<file path="config.mk">
export PLATFORM = sky130hd
export DESIGN_NAME = pe_array_flat
export DESIGN_NICKNAME = d
export VERILOG_FILES = /design/src/accel_pkg.sv /design/src/accel_ifs.sv /design/src/pe_array.sv /design/src/flat_wrapper.sv
export SDC_FILE = /design/constraint.sdc
export NUM_CORES = 1
export LEC_CHECK = 0
export BUFFER_PORTS_ARGS = -buffer_cell sky130_fd_sc_hd__clkbuf_2
export CELL_PAD_IN_SITES_DETAIL_PLACEMENT = 0
export CELL_PAD_IN_SITES_GLOBAL_PLACEMENT = 1
export CORE_MARGIN = 2
export CORE_UTILIZATION = 45
export DETAILED_ROUTE_END_ITERATION = 10
export GPL_TIMING_DRIVEN = 0
export PLACE_DENSITY = 0.8
export SLEW_MARGIN = 20
export SYNTH_ARGS = -nofsm -noshare
export SYNTH_HDL_FRONTEND = slang
export SYNTH_SLANG_ARGS = --single-unit
</file>
<file path="constraint.sdc">
create_clock -name clk -period 6.93 [get_ports clk]
set_input_delay 0.3465 -clock clk [delete_from_list [all_inputs] [get_ports clk]]
set_output_delay 0.3465 -clock clk [all_outputs]
set_load 0.05 [all_outputs]
</file>
<file path="src/accel_pkg.sv">
`default_nettype none

package accel_pkg;

  localparam int N_DIM_ARRAY           = 4;
  localparam int ACT_DATA_WIDTH        = 8;
  localparam int WEIGHT_DATA_WIDTH     = 8;
  localparam int ACC_WIDTH             = 20; // 16-bit products summed over four steps
  localparam int ACT_ADDR_SIZE         = 6;  // 64 activation vectors
  localparam int WEIGHT_ROW_ADDR_SIZE  = 6;  // Tile index on top, row index below
  localparam int WEIGHT_TILE_ADDR_SIZE = 4;
  localparam int IM_ADDR_SIZE          = 5;  // 32 instructions
  localparam int STEP_SIZE             = $clog2(N_DIM_ARRAY);
  localparam int SHIFT_SIZE            = 4;

  // Saturation bounds of a signed activation
  localparam int ACT_MAX = 2 ** (ACT_DATA_WIDTH - 1) - 1;
  localparam int ACT_MIN = -(2 ** (ACT_DATA_WIDTH - 1));

  typedef logic signed [ACT_DATA_WIDTH-1:0]    act_t;
  typedef act_t        [N_DIM_ARRAY-1:0]       act_vec_t;
  typedef logic signed [WEIGHT_DATA_WIDTH-1:0] weight_t;
  typedef weight_t     [N_DIM_ARRAY-1:0]       weight_row_t;
  typedef weight_row_t [N_DIM_ARRAY-1:0]       weight_tile_t; // Row i feeds PE i

  typedef enum logic [1:0] {
    op_halt   = 2'd0,
    op_matvec = 2'd1 // Codes 2 and 3 decode as halt
  } opcode_t;

  typedef struct packed {
    opcode_t                          opcode;
    logic [ACT_ADDR_SIZE-1:0]         in_addr;
    logic [WEIGHT_TILE_ADDR_SIZE-1:0] w_tile;
    logic [ACT_ADDR_SIZE-1:0]         out_addr;
    logic [SHIFT_SIZE-1:0]            shift;    // Fixed-point position of the result
    logic                             write_l1;
    logic                             write_l2;
    logic [7:0]                       reserved;
  } instr_t;

endpackage

`default_nettype wire

</file>
<file path="src/accel_ifs.sv">
`timescale 1ns/10ps
`default_nettype none

// Activation memory traffic between control unit, PE array and memory
interface act_port_if import accel_pkg::*; ();

  logic                     rd_en;
  logic [ACT_ADDR_SIZE-1:0] rd_addr;
  act_vec_t                 rd_data;  // Valid the cycle after rd_en
  logic                     wr_en;
  logic [ACT_ADDR_SIZE-1:0] wr_addr;
  act_vec_t                 wr_data;

  modport ctrl (output rd_en, output rd_addr, output wr_en, output wr_addr);
  modport pe   (output wr_data);
  modport mem  (input rd_en, input rd_addr, output rd_data,
                input wr_en, input wr_addr, input wr_data);

endinterface

interface pe_ctrl_if import accel_pkg::*; ();

  logic                  clear;
  logic                  mac_en;
  logic [STEP_SIZE-1:0]  step;   // Column of the tile and element of the vector
  logic [SHIFT_SIZE-1:0] shift;

  modport ctrl (output clear, output mac_en, output step, output shift);
  modport pe   (input clear, input mac_en, input step, input shift);

endinterface

`default_nettype wire

</file>
<file path="src/pe_array.sv">
`timescale 1ns/10ps
`default_nettype none

module pe_array
  import accel_pkg::*;
(
  input  logic         clk,
  input  logic         rst,
  pe_ctrl_if.pe        ctrl,
  input  act_vec_t     act_in,
  input  weight_tile_t tile,
  act_port_if.pe       act
);

  logic signed [ACC_WIDTH-1:0]                       acc     [N_DIM_ARRAY];
  logic signed [ACT_DATA_WIDTH+WEIGHT_DATA_WIDTH-1:0] prod    [N_DIM_ARRAY];
  logic signed [ACC_WIDTH-1:0]                       shifted [N_DIM_ARRAY];

  // Full-precision product of weight[i][step] and act[step]
  always_comb
  begin
    for (int i = 0; i < N_DIM_ARRAY; i++)
    begin
      prod[i] = (ACT_DATA_WIDTH + WEIGHT_DATA_WIDTH)'(tile[i][ctrl.step]) *
                (ACT_DATA_WIDTH + WEIGHT_DATA_WIDTH)'(act_in[ctrl.step]);
    end
  end

  always_ff @(posedge clk)
  begin
    for (int i = 0; i < N_DIM_ARRAY; i++)
    begin
      if (rst || ctrl.clear)
      begin
        acc[i] <= '0;
      end
      else if (ctrl.mac_en)
      begin
        acc[i] <= acc[i] + ACC_WIDTH'(prod[i]);
      end
    end
  end

  // Back to activation precision
  always_comb
  begin
    for (int i = 0; i < N_DIM_ARRAY; i++)
    begin
      shifted[i] = acc[i] >>> ctrl.shift; // Arithmetic, keeps the sign
      if (shifted[i] > ACC_WIDTH'(ACT_MAX))
      begin
        act.wr_data[i] = ACT_DATA_WIDTH'(ACT_MAX);
      end
      else if (shifted[i] < ACC_WIDTH'(ACT_MIN))
      begin
        act.wr_data[i] = ACT_DATA_WIDTH'(ACT_MIN);
      end
      else
      begin
        act.wr_data[i] = shifted[i][ACT_DATA_WIDTH-1:0];
      end
    end
  end

endmodule

`default_nettype wire

</file>
<file path="src/flat_wrapper.sv">
// flat-port wrapper written by rule: the top's interface ports become plain ports
module pe_array_flat import accel_pkg::*;
  (clk, rst, act_in, tile, ctrl_clear, ctrl_mac_en, ctrl_step, ctrl_shift, act_wr_data);
  pe_ctrl_if ctrl_i ();
  act_port_if act_i ();
  input  logic clk;
  input  logic rst;
  input  act_vec_t act_in;
  input  weight_tile_t tile;
  input wire logic [$bits(ctrl_i.clear)-1:0] ctrl_clear;
  input wire logic [$bits(ctrl_i.mac_en)-1:0] ctrl_mac_en;
  input wire logic [$bits(ctrl_i.step)-1:0] ctrl_step;
  input wire logic [$bits(ctrl_i.shift)-1:0] ctrl_shift;
  output wire logic [$bits(act_i.wr_data)-1:0] act_wr_data;
  assign ctrl_i.clear = ctrl_clear;
  assign ctrl_i.mac_en = ctrl_mac_en;
  assign ctrl_i.step = ctrl_step;
  assign ctrl_i.shift = ctrl_shift;
  assign act_wr_data = act_i.wr_data;
  pe_array u_core (.clk(clk), .rst(rst), .ctrl(ctrl_i), .act_in(act_in), .tile(tile), .act(act_i));
endmodule
</file>
# After elaboration in Yosys (flattened, before gate mapping)
# Memory sizes are Yosys's and may differ from the RTL's.
# Cells that the tools add are included.
# op_classes
n_eq_ne,0
bitwise_logic,4
order_cmp,9
mux,27
shift,4
n_reduce_logical,1
multipliers,4
addsub,4
div_mod_pow,0
# ops
cell,count
two-way mux 8 bit,13
adder 20 x 16 -> 20 bit,4
binary-select mux 8 bit (select 2 bit),5
> comparator 20 x 8 -> 1 bit (second input constant),4
less-than comparator 20 x 8 -> 1 bit (second input constant),4
two-way mux 20 bit,4
>>> shifter 20 x 4 -> 20 bit,4
multiplier 8 x 8 -> 16 bit,4
two-way mux 1 bit,5
OR 1 bit,4
less-than comparator 2 x 3 -> 1 bit (second input constant),1
logical OR 1 bit,1
# totals
n_memories,1
mem_bits_ro,0
latch_bits,0
in_bits,170
ff_bits,0
ram_bits,80
elab_cells,54
# memory_table
name,depth,width,rd,rd_ports_with_merged_regs,wr,line,source
u_core.acc,4,20,4,0,4,pe_array.sv:15,logic signed [ACC_WIDTH-1:0] acc [N_DIM_ARRAY];

# Longest topological paths before layout
# Gate-level depths: netlist of the first run.
# logic_depth
depth_word,5
mapped_depth,25
ltp_nobuf,23

# Worst setup path after synthesis of the first run
# Ideal clock, no wire load.
# synth_path
path_kind,input to register
start,input ctrl_step[1]
end,memory u_core.acc[0][19] (data pin)
stages,20
arrival_ns,6.446
slack_ns,0.218
setup_ns,0.266
n_path_buf,3
path_cell_list,clkbuf_1 > clkbuf_1 > mux4_2 > clkbuf_1 > and2_1 > inv_1 > fa_1 > inv_1 > fa_1 > fa_1 > fa_1 > fa_1 > ha_1 > and3_1 > a221oi_1 > a31o_2 > nand3_1 > a41oi_1 > xnor2_1 > nor2_1
# synth_lines
element,line,source
"start, declared",flat_wrapper.sv:12,input wire logic [$bits(ctrl_i.step)-1:0] ctrl_step;
"end, declared",pe_array.sv:15,

==> metrics.txt, run 1 <==
global route hottest layer=met2; synth cell count leaders=inv_1, fa_1, ha_1; CP max FO=12; num rows=81; DRT Wirelength=66,600 um; number of global-route vias before repair=18,743; RSZ-0062 raised after global routing=no; Synth area leader=fa_1; Crit. Startpoint=ctrl_step[1]; CTS tree=yes; Mapped Avg Cell Area=10.0 um^2; max reg flops=80; Clock Tree Buf Depth=2; largest net degree at the start of global routing=58; most used flip-flop cell after synthesis=edfxtp_1; Inserted Clock Buffers=9; Starting Density=45.5%; GP Congestion=0.922; count leader, synth=inv_1; Post-DP Area=24,100 um^2; DP Worst Slack=-1.97 ns; Max H-tree Level=3; Area Overhead vs Synth=10.2%; CTS hold repair buffers=0; routed via count=17,255; post-synth top area share=31.7%; final instance area=24,500 um^2; total global routing overflow=0; ANT nets after route=0; Worst R2R Path Depth=15; Root Driver=clkbuf_16; Mapped Nets=2,918; Post-route DRC=0; share of cells above drive strength 1=17.7%; met3 GRT Util=3.45%; PortBufs=198; final net count=3,127; max_cap viols=0; Data arrival, critical path=6.86 ns; Crit. End Element=flop; crit path capture=u_core.acc[1][19]; Die Y=226 um; r2r setup slk=1.49 ns; Hold WC Path Type=input port to flop; filler instances=4,597; fraction of registers with async set/reset=0%; first-pass GRT wire length=106,000 um; Mapped Cells=2,212; Worst EP required=7.11 ns; worst r2r src=u_core.acc[1][6]; chip width=226 um; CTS sink cnt=80; Slew @ Worst Pin=1.01 ns; final hold viol count=0; skew final=0.00836 ns; Seq/Total Area, Yosys=10.8%; synth top area cells=fa_1, edfxtp_1, ha_1, mux4_2, inv_1; Slew headroom=33.0%; hold path startpoint=ctrl_mac_en; number of primary I/O pins=202; # setup viols final=0; number of synthesized flops with an enable pin=80; crit path launch type=input port; DR WL/cell=21.5 um; status=finished, final reports clean; cell area after synthesis=22,200 um^2; Largest regs=u_core.acc x80; Core Area=48,800 um^2; post-synthesis register bit count=80; Fmax achieved=150 MHz; hpwl dp=55,700 um; critical path class=input port to flop; crit share post-route=96.4%; final worst slack=0.248 ns; Syn. warnings=0; Distinct cells, synth=72; Placed Cells=3,075; 1st-iter DRT viols=980; Slew Viols, Final=0; met1 usage=35.7%; fin cells=3,091; GR Util met2=47.1%; DR vias/cell=5.58; die area=51,200 um^2; worst skew pair latency=0.36 ns; DR pass1 iterations=5; clk slew on worst S/H paths=0.06 ns; Total GRT Usage=27.5%; initial antenna violation count=0; Biggest register=u_core.acc; min Tclk post-route=6.68 ns; Critical R2R Capture=u_core.acc[1][19]
stage by stage:
stage | hold WS, ns | TNS, ns | utilization [%]
after floorplan | 0.569 | 0 | -
after global placement | 0.725 | -59.08 | 49.2
after detailed placement | 0.723 | -64.08 | 49.3
after CTS | 0.480 | 0 | 50.1
after global routing | 0.504 | 0 | 50.1
final | 0.507 | 0 | 50.1
repair_timing:
item / 4_1_cts / 5_1_grt
endpoints found under the setup margin: 51 / 6
cloned: 0 / 0
hold endpoints to repair: 0 / 0
gates resized for setup: 45 / 25
setup buffers: 0 / 0
cell usage in the layout (no fill, tap or decap), drive strengths merged, types with 7 or more instances in the layout:
| cell | count |
|---|---|
| a211oi | 13 |
| a21o | 24 |
| a21oi | 73 |
| a31oi | 14 |
| a41oi | 7 |
| and2 | 99 |
| and3 | 31 |
| buf | 49 |
| clkbuf | 255 |
| edfxtp | 80 |
| fa | 352 |
| ha | 184 |
| inv | 423 |
| mux2 | 26 |
| mux2i | 95 |
| mux4 | 101 |
| nand2 | 170 |
| nand2b | 16 |
| nand3 | 18 |
| nor2 | 139 |
| nor2b | 10 |
| nor3 | 18 |
| o21a | 22 |
| o21ai | 54 |
| o21bai | 8 |
| or2 | 9 |
| or3 | 9 |
| xnor2 | 53 |
| xor2 | 22 |
layout make-up:
| type | instances | area [um^2] | area share (%) |
|---|---|---|---|
| Multi-Input combinational cell | 1614 | 17800 | 72.6 |
| Antenna cell | 1 | 2.50 | 0.0102 |
| Buffer | 96 | 578 | 2.36 |
| Sequential cell | 80 | 2400 | 9.81 |
| Clock inverter | 7 | 78.8 | 0.322 |
| Clock buffer | 9 | 225 | 0.920 |
| Inverter | 421 | 1580 | 6.45 |
| Timing Repair Buffer | 199 | 1020 | 4.16 |
| Tap cell | 664 | 831 | 3.39 |
worst max-delay path: stages:
cell      delay [ns]
clkbuf_2        0.10
buf_2           0.31
clkbuf_4        0.37
mux4_2          0.36
clkbuf_2        0.36
and2_2          0.46
fa_1            0.52
fa_1            0.50
fa_1            0.56
fa_1            0.42
ha_1            0.30
ha_1            0.38
a21o_1          0.26
or4_1           0.58
a21oi_2         0.24
a211oi_1        0.13
or3_1           0.41
a21oi_2         0.24
cells by family (layout without fill, tap and decap cells):
kind of cell / Yosys count / after routing / synth area share [%]
flops: 80 / 80 / 10.8
xor+xnor: 75 / 75 / 2.96
simple gates: 535 / 535 / 11.5
buf+inv: 518 / 732 / 9.43
fa+ha+maj: 536 / 536 / 42.1
compound gates: 246 / 246 / 7.28
other cells: 0 / 1 / 0
mux: 222 / 222 / 15.9
routing by layer:
metal  vias to the layer above  routed length (um)
met5                         -                   0
met3                       130                3780
met2                       580               32600
li1                       7714                   -
met1                      8831               27500
met4                         0                2700
worst min-delay path by stage:
stage | to | slack (ns) | depth (start not counted)
6_report | u_core.acc[1][22] | 0.51 | 2
3_3_place_gp | u_core.acc[1][20] | 0.72 | 2
4_1_cts | u_core.acc[1][22] | 0.48 | 2
3_5_place_dp | u_core.acc[0][0] | 0.72 | 2
2_1_floorplan | u_core.acc[1][21] | 0.57 | 1
5_1_grt | u_core.acc[1][21] | 0.50 | 2
Power of run 1 is left out: the tool's default activity adds up to more than one toggle a clock period on the data nets, which glitch-free logic cannot reach.
==> inputs of run 2 (changes only) <==
--- a/config.mk
+++ b/config.mk
@@ -5,14 +5,14 @@
 export SDC_FILE = /design/constraint.sdc
 export NUM_CORES = 1
 export LEC_CHECK = 0
-export BUFFER_PORTS_ARGS = -buffer_cell sky130_fd_sc_hd__clkbuf_2
 export CELL_PAD_IN_SITES_DETAIL_PLACEMENT = 0
 export CELL_PAD_IN_SITES_GLOBAL_PLACEMENT = 1
 export CORE_MARGIN = 2
 export CORE_UTILIZATION = 45
 export DETAILED_ROUTE_END_ITERATION = 10
+export DONT_BUFFER_PORTS = 1
 export GPL_TIMING_DRIVEN = 0
-export PLACE_DENSITY = 0.8
+export PLACE_DENSITY = 0.76
 export SLEW_MARGIN = 20
 export SYNTH_ARGS = -nofsm -noshare
 export SYNTH_HDL_FRONTEND = slang
==> metrics.txt, run 2 (synthesis gave the netlist of run 1 again) <==
Inserted Clock Buffers=9 (unchanged); Worst EP required=7.09 ns (was 7.11 ns); die area=51,200 um^2 (unchanged); num rows=81 (unchanged); Slew headroom=20.9% (was 33.0%); Hold Slack=0.227 ns (was 0.507 ns); # Post-CTS Setup Buffers=0 (unchanged); Fmax achieved=149 MHz (was 150 MHz); first-pass GRT wire length=105,000 um (was 106,000 um); Area Overhead vs Synth=5.52% (was 10.2%); Total GRT Usage=27.4% (was 27.5%); DR vias/cell=5.77 (was 5.58); initial antenna violation count=5 (was 0); Slew @ Worst Pin=1.18 ns (was 1.01 ns); largest net degree at the start of global routing=45 (was 58); max_cap viols=0 (unchanged); fin cells=2,894 (was 3,091); CP cell instances=clkbuf_2 -> clkbuf_2 -> mux4_2 -> clkbuf_2 -> and2_2 -> fa_1 -> fa_1 -> fa_1 -> fa_1 -> ha_1 -> ha_1 -> a21o_1 -> or4_1 -> a21oi_2 -> a211oi_1 -> or3_1 -> a21oi_1 (was clkbuf_2 -> buf_2 -> clkbuf_4 -> mux4_2 -> clkbuf_2 -> and2_2 -> fa_1 -> fa_1 -> fa_1 -> fa_1 -> ha_1 -> ha_1 -> a21o_1 -> or4_1 -> a21oi_2 -> a211oi_1 -> or3_1 -> a21oi_2); DP Worst Slack=-1.66 ns (was -1.97 ns); DR WL/cell=23.0 um (was 21.5 um); Starting Density=45.5% (unchanged); hpwl dp=55,000 um (was 55,700 um); Largest regs=u_core.acc x80 (unchanged); Critical R2R Capture=u_core.acc[1][19] (unchanged); Crit. Startpoint=ctrl_step[1] (unchanged); chip width=226 um (unchanged); number of global-route vias before repair=17,996 (was 18,743); Hold WC Path Type=input port to flop (unchanged); GP Congestion=0.937 (was 0.922); CP max FO=12 (unchanged); r2r setup slk=1.48 ns (was 1.49 ns); Root Driver=clkbuf_16 (unchanged); Die Y=226 um (unchanged); Max H-tree Level=3 (unchanged); filler instances=4,691 (was 4,597); DR pass1 iterations=5 (unchanged); routed via count=16,690 (was 17,255); Post-DP Area=23,100 um^2 (was 24,100 um^2); crit share post-route=96.6% (was 96.4%); commonest non-fill, non-tap cell in the layout=inv_1 (unchanged); critical path class=input port to flop (unchanged); Worst R2R Path Depth=15 (unchanged); final worst slack=0.233 ns (was 0.248 ns); Placed Cells=2,877 (was 3,075); CTS sink cnt=80 (unchanged); Critical Path Most Common Cell=fa_1 (unchanged); min Tclk post-route=6.70 ns (was 6.68 ns); slowest cell on the critical path=fa_1 (was or4_1); crit path launch type=input port (unchanged); # setup viols final=0 (unchanged); worst r2r src=u_core.acc[1][6] (unchanged); clk slew on worst S/H paths=0.06 ns (about the same); Data arrival, critical path=6.86 ns (about the same); 1st-iter DRT viols=1,197 (was 980); Core Area=48,800 um^2 (unchanged); Slew Viols, Final=0 (unchanged); Crit. End Element=flop (unchanged); crit path capture=u_core.acc[1][19] (unchanged); total global routing overflow=0 (unchanged); RSZ-0062 raised after global routing=no (unchanged); CTS tree=yes (unchanged); number of primary I/O pins=202 (unchanged); final hold viol count=0 (unchanged); final net count=2,929 (was 3,127); PortBufs=0 (was 198); final instance area=23,400 um^2 (was 24,500 um^2); worst skew pair latency=0.35 ns (was 0.36 ns); status=finished, final reports clean (unchanged); skew final=0.00972 ns (was 0.00836 ns); Biggest register=u_core.acc (unchanged); max reg flops=80 (unchanged); max incr delay on CP=0.58 ns (about the same); commonest non-fill, non-tap cells in the layout=inv_1, fa_1, ha_1 (was inv_1, fa_1, clkbuf_2); ANT nets after route=0 (unchanged); share of cells above drive strength 1=10.4% (was 17.7%); DRT Wirelength=66,600 um (about the same); Clock Tree Buf Depth=2 (unchanged); Post-route DRC=0 (unchanged)
==> run 2: how the worst min path moves through the flow <==
stage	startpoint	endpoint	slack, ns	depth (start not counted)
after floorplan	ctrl_mac_en	u_core.acc[1][21]	0.57	1
after global placement	ctrl_mac_en	u_core.acc[1][21]	0.58	1
after detailed placement	ctrl_mac_en	u_core.acc[1][21]	0.58	1
after CTS	ctrl_mac_en	u_core.acc[1][22]	0.22	1
after global routing	ctrl_mac_en	u_core.acc[1][22]	0.22	1
final	ctrl_mac_en	u_core.acc[1][21]	0.23	1
==> run 2: final cells by class <==
type | count | area [um^2] | share of cell area [%]
Antenna cell | 2 | 5.00 | 0.0213
Clock buffer | 10 | 229 | 0.977
Sequential cell | 80 | 2400 | 10.2
Clock inverter | 6 | 36.3 | 0.155
Multi-Input combinational cell | 1614 | 17800 | 75.8
Buffer | 96 | 564 | 2.41
Timing Repair Buffer | 1 | 20.0 | 0.0854
Inverter | 421 | 1580 | 6.74
Tap cell | 664 | 831 | 3.54
==> run 2: critical path, delay by kind of cell <==
| kind | cells | cell delay, ns |
|---|---|---|
| AO/OA/AOI/OAI | 4 | 0.90 |
| buffers and inverters | 3 | 1.02 |
| adder cells (fa/ha/maj) | 6 | 2.70 |
| multiplexers | 1 | 0.43 |
| AND/OR/NAND/NOR | 3 | 1.45 |
==> run 2: repair_timing <==
item,in CTS,in global routing
hold endpoints to repair,0,0
gates cloned,0,0
endpoints found under the setup margin,47,7
hold buffers,0,0
gates resized for setup,32,32
==> run 2: routing by layer <==
| metal | GRT usage [%] | vias to the layer above | part of all wire [%] |
|---|---|---|---|
| met3 | 3.62 | 127 | 6.3 |
| met2 | 47.1 | 579 | 49 |
| li1 | - | 7327 | - |
| met4 | 10.0 | 6 | 4.2 |
| met1 | 35.5 | 8651 | 41 |
| met5 | 0 | - | 0.056 |
==> run 2: per-stage QoR <==
step	TNS [ns]	utilization, %
after floorplan	0	-
after global placement	-47.18	47.2
after detailed placement	-48.22	47.2
after CTS	0	47.9
after global routing	0	48.0
final	0	48.0
Power of run 2 is left out for the same reason.
